$ cat src/include/rv_lite_consts.svh
// rv_lite core constants: data width, reset PC, memory depth, opcodes and special words

`ifndef RV_LITE_CONSTS_SVH
`define RV_LITE_CONSTS_SVH

// data path width
`define RV_XLEN 64

// first instruction fetched after reset
`define RV_PC_START 64'h0000_0000_8000_0000

// instruction memory word address width, 256 words
`define RV_IMEM_AW 8

// major opcodes, inst[6:0]
`define RV_OP_LUI 7'h37
`define RV_OP_JAL 7'h6f
`define RV_OP_IMM 7'h13
`define RV_OP_REG 7'h33
`define RV_OP_BRANCH 7'h63

// custom opcode, halts the core with a0 as code
`define RV_OP_TRAP 7'h6b

// prints the low byte of a0
`define RV_INST_PUTCH 32'h0000_0007

`endif

$ cat src/hw/rv_lite_pkg.sv
// rv_lite shared types: register word, instruction word, phase and ALU operation

`include "rv_lite_consts.svh"

package rv_lite_pkg;

  // one architectural register value
  typedef logic [`RV_XLEN-1:0] xword_t;

  // raw 32-bit instruction
  typedef logic [31:0] inst_t;

  // instruction phases, stepped in order by the fetch unit
  typedef enum logic [1:0] {
    PH_FETCH  = 2'd0,
    PH_DECODE = 2'd1,
    PH_EXEC   = 2'd2,
    PH_WB     = 2'd3
  } phase_e;

  // ALU operations
  typedef enum logic [3:0] {
    ALU_ADD    = 4'd0,
    ALU_SUB    = 4'd1,
    ALU_AND    = 4'd2,
    ALU_OR     = 4'd3,
    ALU_XOR    = 4'd4,
    ALU_SLL    = 4'd5,
    ALU_SRL    = 4'd6,
    ALU_SLT    = 4'd7,
    // result is operand b, used by LUI
    ALU_PASS_B = 4'd8
  } alu_op_e;

endpackage

$ cat src/hw/regfile.sv
// integer register file, 32 x 64 bits, two async reads, one sync write, x0 reads zero

`timescale 1ns/1ns

module regfile (
  input  logic                 clock,
  input  logic                 reset,
  input  logic [4:0]           rs1_addr_i,
  input  logic [4:0]           rs2_addr_i,
  output rv_lite_pkg::xword_t  rs1_data_o,
  output rv_lite_pkg::xword_t  rs2_data_o,
  input  logic [4:0]           rd_i,
  input  logic                 rd_wen_i,
  input  rv_lite_pkg::xword_t  rd_wdata_i,
  output rv_lite_pkg::xword_t  a0_o
);

  rv_lite_pkg::xword_t regs [32];

  // architectural state starts at zero
  always_ff @(posedge clock) begin
    if (reset) begin
      for (int i = 0; i < 32; i++) begin
        regs[i] <= '0;
      end
    end else if (rd_wen_i && rd_i != 5'd0) begin
      regs[rd_i] <= rd_wdata_i;
    end
  end

  // x0 forced on the read side as well
  always_comb begin
    rs1_data_o = regs[rs1_addr_i];
    rs2_data_o = regs[rs2_addr_i];
    if (rs1_addr_i == 5'd0) begin
      rs1_data_o = '0;
    end
    if (rs2_addr_i == 5'd0) begin
      rs2_data_o = '0;
    end
  end

  // a0, read by putch and trap
  assign a0_o = regs[10];

endmodule

$ cat config.mk
export PLATFORM = sky130hd
export DESIGN_NAME = regfile
export DESIGN_NICKNAME = d
export VERILOG_FILES = /design/src/hw/rv_lite_pkg.sv /design/src/hw/regfile.sv
export VERILOG_INCLUDE_DIRS = /design/src /design/src/include
export SDC_FILE = /design/constraint.sdc
export NUM_CORES = 2
export LEC_CHECK = 0
export ABC_CLOCK_PERIOD_IN_PS = 3700
export BUFFER_PORTS_ARGS = -buffer_cell sky130_fd_sc_hd__buf_2
export CORE_MARGIN = 2
export CORE_UTILIZATION = 54
export DETAILED_ROUTE_END_ITERATION = 16
export GPL_ROUTABILITY_DRIVEN = 0
export PLACE_DENSITY = 0.67
export SLEW_MARGIN = 20
export SYNTH_ARGS = -nofsm -noshare
export SYNTH_HDL_FRONTEND = slang
export SYNTH_SLANG_ARGS = --single-unit
export TNS_END_PERCENT = 1
$ cat constraint.sdc
create_clock -name clock -period 3.7 [get_ports clock]
set_input_delay 0.555 -clock clock [delete_from_list [all_inputs] [get_ports clock]]
set_output_delay 0.555 -clock clock [all_outputs]
set_load 0.005 [all_outputs]
==> run metrics <==
number of sinks on the clock net between 2,000 and 2,500; first-pass iteration count of the detailed router 6; maximum number of pins on one net before global-route repair 80; crit path capture rs2_data_o[37]; combinational family with the most area after synthesis multiplexers; sequential cell area fraction in the yosys report between 50% and 60%; Avg Cell Area, Syn 15.7 µm²; Max rail drop VDD 509 µV; post-synthesis async set-or-reset flop share 0%; post-route worst hold slack between 90 and 100 ps; final critical-path setup slack ~16 ps; leakage dissipation approximately 43 nW; type of the tightest min-delay check input pin to flop; largest registers regs x2048; Avg WL per Cell around 42 µm; arrival time reported for the critical path endpoint ~3100 ps; complex-gate fraction of the synthesized area between 3 and 4%; top area cells in the synthesized netlist sky130_fd_sc_hd__edfxtp_1 57%, sky130_fd_sc_hd__mux4_2 20%, sky130_fd_sc_hd__and2_1 12%; # placed instances 9,518; crit path max fanout 2; residual DRC count 0; Synthesis Warnings 0; crit path time final about 3700 ps; worst setup path startpoint regs[22][37]; antenna violations before repair 75; Worst Setup Path Type flop to output pin; combined area of all synthesized cells ~110,000 µm²; max-cap violation count 0; flip-flop and latch count after synthesis 2,048; master of the slowest instance on the critical path sky130_fd_sc_hd__a211o_1; Die X-Extent 452 µm; cell-by-cell listing of the critical path mux4_2 > mux2i_1 > o22ai_1 > a211o_1 > buf_2; Critical Path RT around 3100 ps; ratio of cells with drive above 1 in the final layout roughly 28%; buffers inserted during post-CTS setup optimization 0; final count of hold timing violations 0; max_slew headroom between 20 and 30%; kind of start point of the critical path flop; Die Outline Area 204,000 µm²; Max Clk Rate about 270 MHz; number of antenna-violating nets in the routed design 0; Overall Global Routing Usage between 40% and 50%; final period utilization roughly 100%; simple-gate share of the synthesized area 12.5%; die boundary height approximately 450 µm; number of flip-flops under the largest register name between 2,000 and 2,500; clock input transition at the sequential cells of the worst setup and hold paths roughly 60 ps; CP max stage delay slightly above 500 ps; post-synthesis mux area share 23.8%; number of global-route vias before repair between 70,000 and 80,000; detailed-placement wirelength estimate 244 mm; growth of design area from synthesis to finish 12.8%; count of hold-fix buffers inserted at cts 0; Top-Level Pins 274; WL final around 420 mm; I/O Buffers between 200 and 300; kind of end point of the critical path output pin; number of enable flip-flop cells after synthesis a little over 2,000; count of different cell masters after synthesis 54; detailed-route via count a little over 70,000; most area-hungry cell type in the Yosys netlist sky130_fd_sc_hd__edfxtp_1; Mapped Cells between 6,000 and 7,000; Placement Rows ~160; clock tree from TritonCTS built; TritonCTS Buffers between 200 and 250; first-pass GRT wire length 569 mm; placeable core region approximately 200,000 µm²; non-filler cells, final 9,948; adder and majority gate portion of the synthesized area 0%; top cell type's share of synthesized area a little under three fifths; Post-synth top flop sky130_fd_sc_hd__edfxtp_1; Reg with most FFs regs; CTS max path bufs 3; GR Overflow Total 0; number of nets in the layout around 7,200; Setup Slack @ Placement 86.2 ps; Final Slew Violations 0; starting density of the core between 50% and 60%; CTS HTree Levels 4; Overall Power ~56 mW; clock root buffer sky130_fd_sc_hd__clkbuf_16; Worst Max-Slew Pin Slew ~1100 ps; synthesized-area fraction occupied by xor and xnor cells 0%; drt first-iter violations around 14,000; final setup violating endpoints 0; Post-CTS Resized 0; result of the run completed; power per unit of standard cell area 461 nW/µm²; ratio of routed vias to standard cells 7.29
## per-layer routing
metal,vias to the layer above,wire [µm],global-route usage (%)
met5,-,368,0
met4,30,29600,25.0
met3,1527,63500,12.9
met2,6705,184000,60.0
met1,37100,138000,52.8
li1,27100,-,-
## cells by family after synthesis
group | count (synthesis)
buffers and inverters | 788
AND/OR/NAND/NOR | 2191
multiplexers | 1364
other | 1
flip-flops | 2048
AO/OA/AOI/OAI | 495
## synthesized netlist by cell type, drive strengths merged (20+ instances only)
cell,number
a221oi,20
a22o,86
or2,32
o22ai,110
o21ai,25
clkbuf,573
mux2i,376
o221ai,86
edfxtp,2048
mux4,963
mux2,25
a211o,86
and2,2007
nor2,40
buf,211
a21o,45
and3,43
## power breakdown
part	internal [mW]	switching (mW)	leakage, nW
combinational	3.20	4.48	20.5
sequential	26.8	0.715	19.5
clock	11.7	9.36	3.25
total	41.7	14.6	43.3
## cells in the final DEF (no fill, tap or decap), drive strengths merged, types with 3 or more instances in the layout
master / netlist / layout
a211o: 86 / 86
a211oi: 4 / 4
a21o: 45 / 45
a221o: 6 / 6
a221oi: 20 / 20
a22o: 86 / 86
a22oi: 5 / 5
a2bb2oi: 4 / 4
a32oi: 5 / 5
and2: 2007 / 2007
and3: 43 / 43
buf: 211 / 696
bufinv: 0 / 16
clkbuf: 573 / 256
clkinv: 1 / 106
clkinvlp: 0 / 4
conb: 1 / 64
diode: 0 / 41
edfxtp: 2048 / 2048
inv: 3 / 11
mux2: 25 / 25
mux2i: 376 / 376
mux4: 963 / 963
nand2: 17 / 17
nand2b: 6 / 6
nand3: 6 / 6
nand3b: 4 / 4
nor2: 40 / 40
nor2b: 7 / 7
nor3: 6 / 6
nor4: 10 / 10
o21ai: 25 / 25
o221ai: 86 / 86
o22ai: 110 / 110
o31ai: 3 / 3
or2: 32 / 32
or3: 5 / 5
or3b: 3 / 3
## worst max-delay path: cells and delay by family, from the launching register on
kind                   cells  cell delay (ps)
AO/OA/AOI/OAI              2              670
multiplexers               2              940
buffers and inverters      1              220
flip-flops                 1              400
## metrics by stage
stage / utilization [%] / TNS, ps / instance area (µm²)
after floorplan: - / 0 / 108000
after global placement: 57.8 / -661 / 115000
after detailed placement: 57.8 / 0 / 115000
after CTS: 61.1 / 0 / 122000
after global routing: 61.2 / -1.06 / 122000
final: 61.2 / 0 / 122000
## layout make-up
class	instances	area (µm²)
antenna	41	103
timing repair buffer	696	6630
sequential	2048	61500
clock buffer	256	5560
clock inverter	133	1060
fill	14600	77400
inverter	4	18.8
multi-input combinational	4114	43900
tap	2656	3320
## how the worst min path moves through the flow
stage,startpoint,endpoint,slack (ps),cells past startpoint
floorplan,rd_wdata_i[0],regs[1][0],750,1
global placement,reset,regs[0][21],970,1
detailed placement,reset,regs[0][21],970,1
CTS,reset,regs[0][7],30,1
global route,reset,regs[0][17],60,1
finish,reset,regs[0][21],100,1
Power figures use the tool's default switching activity.
