**src/include/rv_lite_consts.svh**
```systemverilog
// rv_lite core constants: data width, reset PC, memory depth, opcodes and special words

`ifndef RV_LITE_CONSTS_SVH
`define RV_LITE_CONSTS_SVH

// data path width
`define RV_XLEN 64

// first instruction fetched after reset
`define RV_PC_START 64'h0000_0000_8000_0000

// instruction memory word address width, 256 words
`define RV_IMEM_AW 8

// major opcodes, inst[6:0]
`define RV_OP_LUI 7'h37
`define RV_OP_JAL 7'h6f
`define RV_OP_IMM 7'h13
`define RV_OP_REG 7'h33
`define RV_OP_BRANCH 7'h63

// custom opcode, halts the core with a0 as code
`define RV_OP_TRAP 7'h6b

// prints the low byte of a0
`define RV_INST_PUTCH 32'h0000_0007

`endif

```
**src/hw/rv_lite_pkg.sv**
```systemverilog
// rv_lite shared types: register word, instruction word, phase and ALU operation

`include "rv_lite_consts.svh"

package rv_lite_pkg;

  // one architectural register value
  typedef logic [`RV_XLEN-1:0] xword_t;

  // raw 32-bit instruction
  typedef logic [31:0] inst_t;

  // instruction phases, stepped in order by the fetch unit
  typedef enum logic [1:0] {
    PH_FETCH  = 2'd0,
    PH_DECODE = 2'd1,
    PH_EXEC   = 2'd2,
    PH_WB     = 2'd3
  } phase_e;

  // ALU operations
  typedef enum logic [3:0] {
    ALU_ADD    = 4'd0,
    ALU_SUB    = 4'd1,
    ALU_AND    = 4'd2,
    ALU_OR     = 4'd3,
    ALU_XOR    = 4'd4,
    ALU_SLL    = 4'd5,
    ALU_SRL    = 4'd6,
    ALU_SLT    = 4'd7,
    // result is operand b, used by LUI
    ALU_PASS_B = 4'd8
  } alu_op_e;

endpackage

```
**src/hw/decode_unit.sv**
```systemverilog
// decode unit: field split, immediates, operand select and branch target, registered in decode

`timescale 1ns/1ns

`include "rv_lite_consts.svh"

module decode_unit (
  input  logic                   clock,
  input  logic                   reset,
  input  rv_lite_pkg::phase_e    phase_i,
  input  rv_lite_pkg::xword_t    pc_i,
  input  rv_lite_pkg::inst_t     inst_i,
  output logic [4:0]             rs1_addr_o,
  output logic [4:0]             rs2_addr_o,
  input  rv_lite_pkg::xword_t    rs1_data_i,
  input  rv_lite_pkg::xword_t    rs2_data_i,
  output rv_lite_pkg::alu_op_e   alu_op_o,
  output rv_lite_pkg::xword_t    op_a_o,
  output rv_lite_pkg::xword_t    op_b_o,
  output rv_lite_pkg::xword_t    br_a_o,
  output rv_lite_pkg::xword_t    br_b_o,
  output logic                   is_branch_o,
  output logic                   is_jal_o,
  output logic                   br_ne_o,
  output rv_lite_pkg::xword_t    target_o,
  output logic [4:0]             rd_o,
  output logic                   rd_wen_o
);

  logic [6:0]           opcode;
  logic [2:0]           funct3;
  logic [6:0]           funct7;
  rv_lite_pkg::xword_t  imm_i, imm_u, imm_b, imm_j;
  rv_lite_pkg::alu_op_e alu_op_d;
  rv_lite_pkg::xword_t  op_a_d, op_b_d, target_d;
  logic                 is_branch_d, is_jal_d, wen_d;

  assign opcode     = inst_i[6:0];
  assign funct3     = inst_i[14:12];
  assign funct7     = inst_i[31:25];
  assign rs1_addr_o = inst_i[19:15];
  assign rs2_addr_o = inst_i[24:20];

  // sign-extended immediates
  assign imm_i = rv_lite_pkg::xword_t'(signed'(inst_i[31:20]));
  assign imm_u = rv_lite_pkg::xword_t'(signed'({inst_i[31:12], 12'b0}));
  assign imm_b = rv_lite_pkg::xword_t'(signed'({inst_i[31], inst_i[7], inst_i[30:25],
                                                inst_i[11:8], 1'b0}));
  assign imm_j = rv_lite_pkg::xword_t'(signed'({inst_i[31], inst_i[19:12], inst_i[20],
                                                inst_i[30:21], 1'b0}));

  always_comb begin
    alu_op_d    = rv_lite_pkg::ALU_ADD;
    op_a_d      = rs1_data_i;
    op_b_d      = imm_i;
    target_d    = pc_i + imm_b;
    is_branch_d = 1'b0;
    is_jal_d    = 1'b0;
    wen_d       = 1'b0;
    case (opcode)
      `RV_OP_LUI: begin
        alu_op_d = rv_lite_pkg::ALU_PASS_B;
        op_b_d   = imm_u;
        wen_d    = 1'b1;
      end
      `RV_OP_JAL: begin
        // link value pc+4 comes out of the adder
        op_a_d   = pc_i;
        op_b_d   = rv_lite_pkg::xword_t'(4);
        target_d = pc_i + imm_j;
        is_jal_d = 1'b1;
        wen_d    = 1'b1;
      end
      `RV_OP_IMM: begin
        wen_d = 1'b1;
        case (funct3)
          3'b000: alu_op_d = rv_lite_pkg::ALU_ADD;
          3'b100: alu_op_d = rv_lite_pkg::ALU_XOR;
          3'b110: alu_op_d = rv_lite_pkg::ALU_OR;
          3'b111: alu_op_d = rv_lite_pkg::ALU_AND;
          3'b001: begin
            // rv64 slli keeps a 6-bit shamt
            alu_op_d = rv_lite_pkg::ALU_SLL;
            wen_d    = (funct7[6:1] == 6'b0);
          end
          default: wen_d = 1'b0;
        endcase
      end
      `RV_OP_REG: begin
        op_b_d = rs2_data_i;
        wen_d  = 1'b1;
        case ({funct7, funct3})
          {7'h00, 3'b000}: alu_op_d = rv_lite_pkg::ALU_ADD;
          {7'h20, 3'b000}: alu_op_d = rv_lite_pkg::ALU_SUB;
          {7'h00, 3'b111}: alu_op_d = rv_lite_pkg::ALU_AND;
          {7'h00, 3'b110}: alu_op_d = rv_lite_pkg::ALU_OR;
          {7'h00, 3'b100}: alu_op_d = rv_lite_pkg::ALU_XOR;
          {7'h00, 3'b001}: alu_op_d = rv_lite_pkg::ALU_SLL;
          {7'h00, 3'b101}: alu_op_d = rv_lite_pkg::ALU_SRL;
          {7'h00, 3'b010}: alu_op_d = rv_lite_pkg::ALU_SLT;
          default: wen_d = 1'b0;
        endcase
      end
      // beq and bne only
      `RV_OP_BRANCH: is_branch_d = (funct3[2:1] == 2'b00);
      default: ;
    endcase
  end

  always_ff @(posedge clock) begin
    if (reset) begin
      is_branch_o <= 1'b0;
      is_jal_o    <= 1'b0;
      rd_wen_o    <= 1'b0;
    end else if (phase_i == rv_lite_pkg::PH_DECODE) begin
      is_branch_o <= is_branch_d;
      is_jal_o    <= is_jal_d;
      // x0 writes are dropped here, never reach commit
      rd_wen_o    <= wen_d && (inst_i[11:7] != 5'd0);
    end
  end

  always_ff @(posedge clock) begin
    if (phase_i == rv_lite_pkg::PH_DECODE) begin
      alu_op_o <= alu_op_d;
      op_a_o   <= op_a_d;
      op_b_o   <= op_b_d;
      br_a_o   <= rs1_data_i;
      br_b_o   <= rs2_data_i;
      br_ne_o  <= funct3[0];
      target_o <= target_d;
      rd_o     <= inst_i[11:7];
    end
  end

endmodule

```
**config.mk**
```make
export PLATFORM = sky130hd
export DESIGN_NAME = decode_unit
export DESIGN_NICKNAME = d
export VERILOG_FILES = /design/src/hw/rv_lite_pkg.sv /design/src/hw/decode_unit.sv
export VERILOG_INCLUDE_DIRS = /design/src /design/src/include
export SDC_FILE = /design/constraint.sdc
export NUM_CORES = 1
export LEC_CHECK = 0
export BUFFER_PORTS_ARGS = -buffer_cell sky130_fd_sc_hd__buf_2
export CORE_AREA = 2 2 224 226
export CTS_CLUSTER_DIAMETER = 50
export CTS_CLUSTER_SIZE = 24
export DETAILED_ROUTE_END_ITERATION = 10
export DIE_AREA = 0 0 226 228
export SETUP_SLACK_MARGIN = 0.1
export SYNTH_ARGS = -nofsm -noshare
export SYNTH_HDL_FRONTEND = slang
export SYNTH_SLANG_ARGS = --single-unit
```
**constraint.sdc**
```tcl
create_clock -name clock -period 14.23 [get_ports clock]
set_input_delay 0 -clock clock [delete_from_list [all_inputs] [get_ports clock]]
set_output_delay 0 -clock clock [all_outputs]
set_load 0.01 [all_outputs]
```
==> impl_metrics.json <==
{
  "io_pins": 571,
  "path_max_fanout": 58,
  "max_slew.worst_pin.slew_ps": 1190,
  "drcViolationCount": 0,
  "clkPwrFrac_pct": 42.7,
  "async_flop_share_pct": 0,
  "root_buffer": "clkbuf_16",
  "cts_max_path_buffers": 3,
  "finalSetupTns_ps": 0,
  "ctsResizeCount": 0,
  "grt_pass1_vias": 12800,
  "die-width_um": 226,
  "holdCritPathClass": "primary input to flop",
  "finClkSkew_ps": 0,
  "dp_hpwl_um": 37100,
  "cts_tree": "yes",
  "gr-total-overflow": 0,
  "die_h_um": 228,
  "numCtsBuffers": 41,
  "grt_max_degree": 183,
  "slew_viol_final": 0,
  "start_kind": "primary input",
  "ys.warnings.count": 0,
  "end_kind": "flop",
  "powerDensity_nw_per_um2": 126,
  "start_util_pct": 31.1,
  "crit_top_cell": "buf_4",
  "fin_area_um2": 22800,
  "clock_sinks": 333,
  "worstPathArrival_ps": 5690,
  "syn_inst": 1081,
  "placed_area_um2": 18900,
  "place_congestion": 0.868,
  "synth_fp_nets": 1372,
  "synth_cell_type_count": 61,
  "p_sw_uw": 767,
  "crit_chain": "dlygate4sd3_1 > buf_2 > inv_1 > nor4_2 > buf_4 > buf_4 > nor2b_1 > a21o_1 > ha_1 > nand4_1 > a211oi_1 > o21a_1 > o21ai_0 > and3_1 > nor2_1 > o311ai_0 > a41o_1 > nor4b_1 > nor3_1",
  "syn_to_final_growth_pct": 48.7,
  "grt_use_met1_pct": 22.5,
  "seqPwrFrac_pct": 41.4,
  "p_sw_share_pct": 26.7,
  "syn_avg_cell_area_um2": 14.2,
  "track_usage_pct": 19.3,
  "cp_slowest_stage_delay_ps": 980,
  "cts_max_level": 2,
  "synth_fa_ha_area_share_pct": 5.19,
  "layout_commonest_cell": "buf_2",
  "nets": 2170,
  "drt_iter0_markers": 744,
  "finalHoldViolCount": 0,
  "cap_viol_max_count": 0,
  "synthFlopType": "edfxtp_1",
  "synth_top_family_by_area": "compound AO/OA/AOI/OAI gates",
  "antenna_found_initial": 4,
  "synth_area_um2": 15300,
  "finalSetupViolCount": 0,
  "synth.area.mux_share_pct": 5.20,
  "synth_compound_area_share_pct": 13.4,
  "fp.coreArea_um2": 49300,
  "clock_latency_ps": 570,
  "rsz0062_at_grt": "no",
  "via_per_inst": 4.85,
  "grtUsageMet2_pct": 33.6,
  "vdd_drop_max_v": 0.0000882,
  "grt_pass1_wl_um": 75200,
  "routedWlPerCell_um": 20.1,
  "synth_edf_count": 330,
  "p_comb_share_pct": 15.9,
  "clk_pin_slew_ps": 70,
  "slew-limit-headroom_pct": 19.6,
  "grtUsageMet3_pct": 5.14,
  "vias": 12500,
  "fin_crit_sh_pct": 37.9,
  "dieArea_um2": 51500,
  "drive_gt1_share_pct": 38.5,
  "wirelength_um": 51900,
  "portBuffers": 570,
  "path_class": "primary input to flop",
  "seq_area_frac_synth_pct": 65.1,
  "p_leak_nw": 9.50,
  "required_ps": 14530,
  "synthSimpleGateAreaFrac_pct": 5.85,
  "p_int_mw": 2.11,
  "rrSetupSlack_ps": 13080,
  "fp-row-count": 82,
  "slowest_stage": "o311ai_0",
  "clock.fmax_mhz": 186,
  "grt_busiest_layer": "met2",
  "min_period_ps": 5390,
  "final_cell_mix": "buf_2 (570), edfxtp_1 (330), dlygate4sd3_1 (224)",
  "ys_ff_latch": 333,
  "postRouteAntennaNets": 0,
  "hold_slack_ps": 57.3,
  "dr.pass1.iters": 5,
  "synth-xor-area-share_pct": 3.43,
  "status": "complete, no violations"
}
sequential cells by signal (all words and copies together), names as in the netlist, 4 cells and up:
name and count:
alu_op_o 4, br_a_o 64, br_b_o 64, op_a_o 64
op_b_o 64, rd_o 5, target_o 64
final cells by class:
type | instances | area, µm²
fill | 4382 | 26600
sequential | 333 | 9970
timing repair buffer | 804 | 5180
clock inverter | 34 | 569
tap | 672 | 841
antenna | 3 | 7.51
inverter | 18 | 67.6
clock buffer | 42 | 1050
multi-input combinational | 681 | 5100
metal layers:
layer  wire length, µm  vias to the layer above
li1                  -                     5842
met1             20400                     6041
met2             25800                      552
met3              3870                      104
met4              1860                        2
met5                17                        -
critical path: cells and delay by family:
family,cells,cell delay (ps)
AOI/OAI and AO/OA,6,2020
and+or+nand+nor,7,1390
adders and majority gates,1,360
buffers and inverters,5,1840
cells in the mapped netlist (10+ instances only):
cell | instances | area [µm²]
a21o_1 | 71 | 533
a21oi_1 | 80 | 400
a221o_1 | 19 | 190
a22o_1 | 10 | 87.6
buf_4 | 10 | 75.1
clkbuf_1 | 38 | 143
edfxtp_1 | 330 | 9910
ha_1 | 62 | 776
inv_1 | 18 | 67.6
mux2_2 | 69 | 777
nand2_1 | 55 | 206
nand2b_1 | 11 | 68.8
nand3_1 | 11 | 55.1
nand4_1 | 13 | 81.3
nor2_1 | 47 | 176
nor2b_1 | 11 | 68.8
nor3_1 | 13 | 65.1
o21a_1 | 12 | 90.1
o21ai_0 | 42 | 210
o21bai_1 | 11 | 82.6
o31ai_1 | 10 | 75.1
xnor2_1 | 33 | 289
xor2_1 | 27 | 236
power by group through the flow:
stage | combinational, mW | clock [mW] | sequential, mW
6_report | 0.457 | 1.23 | 1.19
5_1_grt | 0.496 | 1.29 | 1.20
4_1_cts | 0.456 | 1.26 | 1.19
3_5_place_dp | 0.405 | 0 | 1.21
3_3_place_gp | 0.403 | 0 | 1.21
2_1_floorplan | 0.179 | 0 | 1.27
metrics by stage:
stage	setup slack, ps	cells	power [mW]	util, %
floorplan	4160	1081	1.45	-
global placement	8850	2284	1.61	38.3
detailed placement	8810	2284	1.62	38.3
CTS	8880	2584	2.90	46.2
global route	8470	2586	2.98	46.2
finish	8840	2587	2.87	46.2
path summary, 6_finish.rpt:
path | from | to | depth (start not counted)
worst max-delay path | inst_i[3] | target_o[60] | 19
worst max register to register | rd_wen_o | rd_wen_o | 3
worst min register to register | is_jal_o | is_jal_o | 2
worst min-delay path | inst_i[5] | alu_op_o[0] | 4
kinds of logic after synthesis:
kind of cell	after synthesis
compound gates	302
flops	333
simple gates	185
mux	71
fa+ha+maj	63
buf+inv	67
xor+xnor	60
what timing repair did:
item,4_1_cts,5_1_grt
hold buffers,224,0
buffers inserted,0,0
hold endpoints to repair,298,0
No activity file was read; power rests on OpenSTA's default activity.
