`config.mk`:
```
export PLATFORM = sky130hd
export DESIGN_NAME = commit_unit
export DESIGN_NICKNAME = d
export VERILOG_FILES = /design/src/hw/rv_lite_pkg.sv /design/src/hw/commit_unit.sv
export VERILOG_INCLUDE_DIRS = /design/src /design/src/include
export SDC_FILE = /design/constraint.sdc
export NUM_CORES = 1
export LEC_CHECK = 0
export BUFFER_PORTS_ARGS = -buffer_cell sky130_fd_sc_hd__buf_4
export CORE_AREA = 2 2 212 214
export CTS_CLUSTER_DIAMETER = 80
export DETAILED_ROUTE_END_ITERATION = 8
export DIE_AREA = 0 0 214 216
export PLACE_DENSITY = 0.57
export SLEW_MARGIN = 5
export SYNTH_ARGS = -nofsm -noshare
export SYNTH_HDL_FRONTEND = slang
export SYNTH_SLANG_ARGS = --single-unit
```
`constraint.sdc`:
```
create_clock -name clock -period 7.1 [get_ports clock]
set_input_delay 0 -clock clock [delete_from_list [all_inputs] [get_ports clock]]
set_output_delay 0 -clock clock [all_outputs]
set_load 0.005 [all_outputs]
```
`src/include/rv_lite_consts.svh`:
```
// rv_lite core constants: data width, reset PC, memory depth, opcodes and special words

`ifndef RV_LITE_CONSTS_SVH
`define RV_LITE_CONSTS_SVH

// data path width
`define RV_XLEN 64

// first instruction fetched after reset
`define RV_PC_START 64'h0000_0000_8000_0000

// instruction memory word address width, 256 words
`define RV_IMEM_AW 8

// major opcodes, inst[6:0]
`define RV_OP_LUI 7'h37
`define RV_OP_JAL 7'h6f
`define RV_OP_IMM 7'h13
`define RV_OP_REG 7'h33
`define RV_OP_BRANCH 7'h63

// custom opcode, halts the core with a0 as code
`define RV_OP_TRAP 7'h6b

// prints the low byte of a0
`define RV_INST_PUTCH 32'h0000_0007

`endif

```
`src/hw/rv_lite_pkg.sv`:
```
// rv_lite shared types: register word, instruction word, phase and ALU operation

`include "rv_lite_consts.svh"

package rv_lite_pkg;

  // one architectural register value
  typedef logic [`RV_XLEN-1:0] xword_t;

  // raw 32-bit instruction
  typedef logic [31:0] inst_t;

  // instruction phases, stepped in order by the fetch unit
  typedef enum logic [1:0] {
    PH_FETCH  = 2'd0,
    PH_DECODE = 2'd1,
    PH_EXEC   = 2'd2,
    PH_WB     = 2'd3
  } phase_e;

  // ALU operations
  typedef enum logic [3:0] {
    ALU_ADD    = 4'd0,
    ALU_SUB    = 4'd1,
    ALU_AND    = 4'd2,
    ALU_OR     = 4'd3,
    ALU_XOR    = 4'd4,
    ALU_SLL    = 4'd5,
    ALU_SRL    = 4'd6,
    ALU_SLT    = 4'd7,
    // result is operand b, used by LUI
    ALU_PASS_B = 4'd8
  } alu_op_e;

endpackage

```
`src/hw/commit_unit.sv`:
```
// commit unit: register writeback, commit record, putch strobe, trap latch and instruction count

`timescale 1ns/1ns

`include "rv_lite_consts.svh"

module commit_unit (
  input  logic                  clock,
  input  logic                  reset,
  input  rv_lite_pkg::phase_e   phase_i,
  input  rv_lite_pkg::xword_t   pc_i,
  input  rv_lite_pkg::inst_t    inst_i,
  input  logic [4:0]            rd_i,
  input  logic                  rd_wen_i,
  input  rv_lite_pkg::xword_t   result_i,
  input  rv_lite_pkg::xword_t   a0_i,
  output logic                  rf_wen_o,
  output rv_lite_pkg::xword_t   rf_wdata_o,
  output logic                  halt_o,
  output logic                  commit_valid_o,
  output rv_lite_pkg::xword_t   commit_pc_o,
  output rv_lite_pkg::inst_t    commit_inst_o,
  output logic                  commit_wen_o,
  output logic [7:0]            commit_wdest_o,
  output rv_lite_pkg::xword_t   commit_wdata_o,
  output logic                  putch_valid_o,
  output logic [7:0]            putch_char_o,
  output logic                  trap_o,
  output logic [7:0]            trap_code_o,
  output rv_lite_pkg::xword_t   instr_count_o
);

  logic wb;
  logic is_putch;
  logic is_trap;

  assign wb       = (phase_i == rv_lite_pkg::PH_WB) && !trap_o;
  assign is_putch = (inst_i == `RV_INST_PUTCH);
  assign is_trap  = (inst_i[6:0] == `RV_OP_TRAP);

  // write lands at the end of the wb cycle
  assign rf_wen_o   = wb && rd_wen_i;
  assign rf_wdata_o = result_i;
  assign halt_o     = trap_o;

  always_ff @(posedge clock) begin
    if (reset) begin
      commit_valid_o <= 1'b0;
      commit_wen_o   <= 1'b0;
      putch_valid_o  <= 1'b0;
      trap_o         <= 1'b0;
      instr_count_o  <= '0;
    end else begin
      commit_valid_o <= wb;
      commit_wen_o   <= rf_wen_o;
      putch_valid_o  <= wb && is_putch;
      if (wb && is_trap) begin
        trap_o <= 1'b1;
      end
      if (wb) begin
        instr_count_o <= instr_count_o + rv_lite_pkg::xword_t'(1);
      end
    end
  end

  // commit record and event payloads
  always_ff @(posedge clock) begin
    if (wb) begin
      commit_pc_o    <= pc_i;
      commit_inst_o  <= inst_i;
      commit_wdest_o <= {3'b0, rd_i};
      commit_wdata_o <= rd_wen_i ? result_i : '0;
      putch_char_o   <= a0_i[7:0];
    end
    if (wb && is_trap) begin
      trap_code_o <= a0_i[7:0];
    end
  end

  // decode drops x0 destinations before they get here
  no_x0_commit: assert property (
    @(posedge clock) disable iff (reset)
    commit_wen_o |-> commit_wdest_o != 8'd0
  ) else $error("commit wrote x0");

endmodule

```
==> metrics.txt, run 1 <==
clock sinks=249; DRT iter0 DRCs=490; critical-path cell list=nand3b_4 -> inv_8 -> buf_4 -> and2_1 -> buf_4; post-synthesis register bit count=about 250; skew final=0.0146 ns; Layout area overhead=70.0%; largest stage delay on the critical path=about 0.85 ns; relative slew slack=24.3%; Power Density=roughly 230 nW/um2; crit-path most repeated cell=buf_4; min cycle time layout=between 3 and 4 ns; Overflow after GRT=0; via count=a little over 8,000; worst r2r src=halt_o$_SDFFE_PP0P_; clock latency on the worst-skew pair=0.56 ns; total chip power=0.00371 W; Synth cell types=42; Post-Synthesis Cells=711; post-synthesis mux area share=less than 1%; largest cells by area after synthesis=edfxtp_1 56%, dfxtp_1 14%, buf_4 5.4%; fill count=4,206; final setup TNS=0 ns; die height=approximately 220 um; final setup violation count=0; CP Launch Type=flop; maxcap violations=0; Synth Flop Type=edfxtp_1; CP max FO=~110; top cells by count, synth=181 x edfxtp_1, 69 x buf_4, 68 x and2_1, 68 x dfxtp_1, 51 x nor2_1; Longest Clk Path Bufs=3; EDFF count, synth=181; run status=finished clean; CTS tree=done; die width=214 um; Post-layout nets=approximately 1,600; warnings from Yosys=0; core box area=between 40,000 and 50,000 um2; Placer Congestion=around 0.9; row count=between 70 and 80; Mapped Area=around 9600 um2; Seq/Total Area, Yosys=a little over 70%; initial antenna violation count=4; compound-cell area share of the yosys netlist=between 3 and 4%; Initial Util=22.0%; Routed Wire Length=between 30,000 and 40,000 um; cts repair resizes=0; Critical-path top delay cell=buf_4; I/O pins=between 500 and 600; Post-synth ARST share=0%; Slew Limit Fails=0; share of layout cells above drive strength 1=between 40% and 50%; cts bufs inserted=31; Root Driver=clkbuf_16; WL/cell=about 18 um; Worst Setup Path Type=reg2out; Hold Path Class=in2reg; adder-cell share of the synthesized area=less than 1%; r2r setup slk=~4.4 ns; number of global-route vias before repair=between 8,000 and 9,000; Detailed Routing Iterations Pass 1=5; most frequent cell after synthesis=edfxtp_1; Die ar.=46,200 um2; Overall Global Routing Usage=between 10% and 20%; Residual DRC=0; H-tree lvl count=1; hold_ws=0.0488 ns; WP data arrival=between 3 and 4 ns; Period Utilization, post-route=44.8%; final hold vios=0; largest net degree at the start of global routing=106; post-DP HPWL=around 25,000 um; largest family of logic cells by synthesized area=simple AND/OR/NAND/NOR gates; peak supply drop=~170 uV; hold path cells=3; mean number of vias per cell=just over 4; Avg Inst Size Synth=13.6 um2; Synth area leader=edfxtp_1; CP Data Required Time=slightly above 7 ns; Static Leak=about 6.5 nW; min-delay src=phase_i[1]; FMAX=roughly 310 MHz; reg2reg end=commit_wdata_o[33]$_SDFFCE_PN0P_; Worst Max-Slew Pin Slew=around 1.1 ns; unrepaired setup endpoints after global routing=no; Simple-Gate Fraction of Synth Area=between 10% and 20%; Synth Area in XOR/XNOR=about 3%; IO Port Bufs=roughly 500; multi-input logic area=approximately 2200 um2; CP endpoint kind=output port; clk slew on worst S/H paths=0.06 ns; hold endpoint=commit_valid_o$_SDFF_PP0_; Routed Antenna Nets=0; first-pass GRT wire length=around 52,000 um; sequential cell area=just under 7000 um2; R2R depth=3; area share of the largest cell type after synthesis=56.3%
## placed cells by master (no fill, tap or decap), types with 4 or more instances in the layout
cell,Yosys,final
bufinv_16,0,6
edfxtp_1,181,181
o21ai_0,18,18
clkinv_2,0,4
dlygate4sd3_1,0,177
dfxtp_1,68,68
or3_1,17,17
and2_1,68,68
xnor2_1,8,8
nor4_1,12,12
nor3_1,9,9
clkbuf_16,0,31
or4_1,8,8
nor2_1,51,51
a21oi_1,27,27
nand3_1,22,22
and3_1,6,6
nand2_1,29,29
inv_1,9,8
buf_4,69,495
o31ai_1,7,7
nand4_1,29,29
nor4_2,4,4
xor2_1,25,25
clkbuf_1,15,4
## power breakdown
group | total (W) | switching [W] | internal [W] | leakage [nW]
Sequential | 0.00166 | 0.0000216 | 0.00164 | 2.20
Combinational | 0.000387 | 0.000152 | 0.000235 | 3.80
Clock | 0.00167 | 0.000626 | 0.00104 | 0.528
## kinds of logic after synthesis
group,after synthesis
mux,2
fa+ha+maj,1
compound gates,55
flops,249
xor+xnor,33
other cells,1
buf+inv,96
simple gates,274
## cell type report
class / count / share of cell area, %
sequential: 249 / 41.5
timing repair buffer: 672 / 33.5
multi-input combinational: 368 / 13.6
clock buffer: 37 / 4.99
tap: 592 / 4.52
clock inverter: 19 / 1.63
inverter: 9 / 0.252
antenna: 3 / 0.0458
## flip-flops by register name, indices dropped and copies added (netlist names)
signal / cells
trap_code_o: 8
commit_wdest_o: 5
commit_inst_o: 32
commit_valid_o: 1
instr_count_o: 64
commit_wen_o: 1
commit_wdata_o: 64
putch_char_o: 8
commit_pc_o: 64
putch_valid_o: 1
halt_o: 1
## metal layers
layer | track usage [%] | wire, um
met1 | 15.3 | 12600
met2 | 27.7 | 19000
met3 | 4.75 | 2950
met4 | 4.69 | 896
met5 | 0 | 13
## how the worst max path moves through the flow
stage / from / end / slack [ns] / cells after the start
floorplan: halt_o$_SDFFE_PP0P_ / instr_count_o[3]$_SDFFE_PP0P_ / 2.18 / 6
global placement: instr_count_o[38]$_SDFFE_PP0P_ / instr_count_o[63]$_SDFFE_PP0P_ / 4.50 / 5
detailed placement: halt_o$_SDFFE_PP0P_ / commit_wdata_o[3]$_SDFFCE_PN0P_ / 4.41 / 3
CTS: halt_o$_SDFFE_PP0P_ / rf_wen_o / 3.86 / 5
global route: halt_o$_SDFFE_PP0P_ / rf_wen_o / 3.68 / 5
finish: halt_o$_SDFFE_PP0P_ / rf_wen_o / 3.92 / 5
## critical path: cells and delay by family (launching register included)
kind	cells	cell delay, ns
buffers and inverters	3	1.51
DFF	1	0.34
and+or+nand+nor	2	0.55
## stage by stage
| stage | worst slack [ns] | instances | cell area (um2) | utilization, % |
|---|---|---|---|---|
| finish | 3.92 | 1949 | 16400 | 37.4 |
| global route | 3.68 | 1948 | 16400 | 37.4 |
| floorplan | 2.18 | 713 | 9650 | - |
| detailed placement | 4.41 | 1713 | 13500 | 30.9 |
| CTS | 3.86 | 1946 | 16400 | 37.4 |
| global placement | 4.50 | 1713 | 13500 | 30.9 |
## what timing repair did
action,CTS,global route
hold buffers,177,0
hold endpoints to repair,219,0
buffers inserted,0,0
(Power assumes the default switching activity.)
==> inputs of run 2 (changes only) <==
==> constraint.sdc (replaced) <==
create_clock -name clock -period 3.05 [get_ports clock]
set_input_delay 0 -clock clock [delete_from_list [all_inputs] [get_ports clock]]
set_output_delay 0 -clock clock [all_outputs]
set_load 0.005 [all_outputs]
==> metrics.txt, run 2 (same netlist as run 1, synthesis figures left out) <==
run status=finished clean; largest net degree at the start of global routing=70; final hold vios=0; hold_ws=0.0364 ns; Overall Global Routing Usage=roughly 15%; min cycle time layout=between 2 and 2.5 ns; fill count=4,187; unrepaired setup endpoints after global routing=no; Worst Max-Slew Pin Slew=0.781 ns; final setup TNS=0 ns; Final Util=between 30% and 40%; Routed Antenna Nets=0; FMAX=~400 MHz; maxcap violations=0; Die ar.=46,200 um2; biggest regs=commit_pc_o x64, commit_wdata_o x64, instr_count_o x64; Layout area overhead=69.7%; row count=77; cts bufs inserted=29; CP max FO=39; mean number of vias per cell=roughly 4.2; peak supply drop=about 320 uV; H-tree lvl count=1; CP Launch Type=flop; Slew Limit Fails=0; multi-input logic area=around 2200 um2; WP data arrival=about 2.5 ns; sequential cell area=between 6000 and 7000 um2; die height=~220 um; Post-Layout Cell Count=slightly below 2,000; final setup violation count=0; Residual DRC=0; commonest non-fill, non-tap cell in the layout=buf_4; commonest non-fill, non-tap cells in the layout=502 x buf_4, 181 x edfxtp_1, 177 x dlygate4sd3_1; Post-layout nets=between 1,500 and 2,000; Root Driver=clkbuf_16; CP Data Required Time=between 3 and 4 ns; Routed Wire Length=approximately 36,000 um; Static Leak=6.52 nW; core box area=43,800 um2; WL/cell=roughly 18 um; share of layout cells above drive strength 1=about two fifths; clk slew on worst S/H paths=about 0.060 ns; Post-CTS Setup Bufs=0; I/O pins=about 550; Detailed Routing Iterations Pass 1=4; DRT iter0 DRCs=approximately 490; relative slew slack=a little under half; Hold Path Class=in2reg; CTS tree=done; Longest Clk Path Bufs=3; initial antenna violation count=2; post-DP HPWL=about 26,000 um; clock latency on the worst-skew pair=~0.57 ns; Placer Congestion=between 0.8 and 0.9; via count=around 8,000; Period Utilization, post-route=just over 80%; fin area=roughly 16,000 um2; Worst Setup Path Type=reg2out; Power Density=just over 500 nW/um2; placed insts=between 1,500 and 2,000; die width=~210 um; skew final=0.0116 ns; number of global-route vias before repair=~8,300; Area after DPL=between 10,000 and 15,000 um2; clock sinks=approximately 250; IO Port Bufs=around 490; first-pass GRT wire length=between 50,000 and 60,000 um; Overflow after GRT=0; CP endpoint kind=output port; Initial Util=roughly 22%
run 2: changes by cell type in the layout (fill, tap and decap cells not counted), sizes merged:
cell	change
buf	+10
bufinv	-3
clkinv	+2
diode	-2
inv	-2
clkbuf	+1
run 2: report_power, final:
group,switching (W),internal [W],leakage (nW),total (W)
combinational,0.000353,0.000555,3.85,0.000908
clock,0.00143,0.00206,0.466,0.00349
sequential,0.0000498,0.00381,2.20,0.00386
run 2: layout make-up:
class / count / area share (%)
diodes: 1 / 0.0153
clock buffers: 38 / 4.76
clock inverters: 16 / 1.08
inverters: 9 / 0.229
multi-input cells: 368 / 13.7
flip-flops and latches: 249 / 41.5
well taps: 592 / 4.52
repair buffers: 682 / 34.2
run 2: final timing paths:
| path | startpoint | endpoint | slack (ns) | cells after the start |
|---|---|---|---|---|
| setup reg to reg | halt_o$_SDFFE_PP0P_ | instr_count_o[26]$_SDFFE_PP0P_ | 0.65 | 6 |
| setup / recovery | halt_o$_SDFFE_PP0P_ | rf_wen_o | 0.60 | 6 |
| hold / removal | phase_i[1] | instr_count_o[36]$_SDFFE_PP0P_ | 0.04 | 6 |
| hold reg to reg | instr_count_o[63]$_SDFFE_PP0P_ | instr_count_o[63]$_SDFFE_PP0P_ | 0.49 | 2 |
run 2: worst max-delay path: stages (launching register included):
cell and delay (ns):
dfxtp_2 0.36, nand3b_4 0.20, buf_4 0.20, clkinvlp_4 0.42, buf_12 0.35, and2_1 0.17, buf_4 0.13
run 2: timing repair:
action / 4_1_cts / 5_1_grt
endpoints found under the hold margin: 221 / 0
hold buffers: 177 / 0
endpoints found under the setup margin: 0 / 0
resized for setup: 0 / 0
run 2: layer usage:
metal / track usage [%] / routed length [um]
met1: 15.7 / 12800
met2: 27.1 / 18600
met3: 4.57 / 2860
met4: 6.15 / 1450
met5: 0 / 0
run 2: per-stage QoR:
step,power [W],setup WS [ns]
2_1_floorplan,0.00412,-0.661
3_3_place_gp,0.00463,0.711
3_5_place_dp,0.00464,0.673
4_1_cts,0.00838,0.481
5_1_grt,0.00856,0.403
6_report,0.00826,0.597
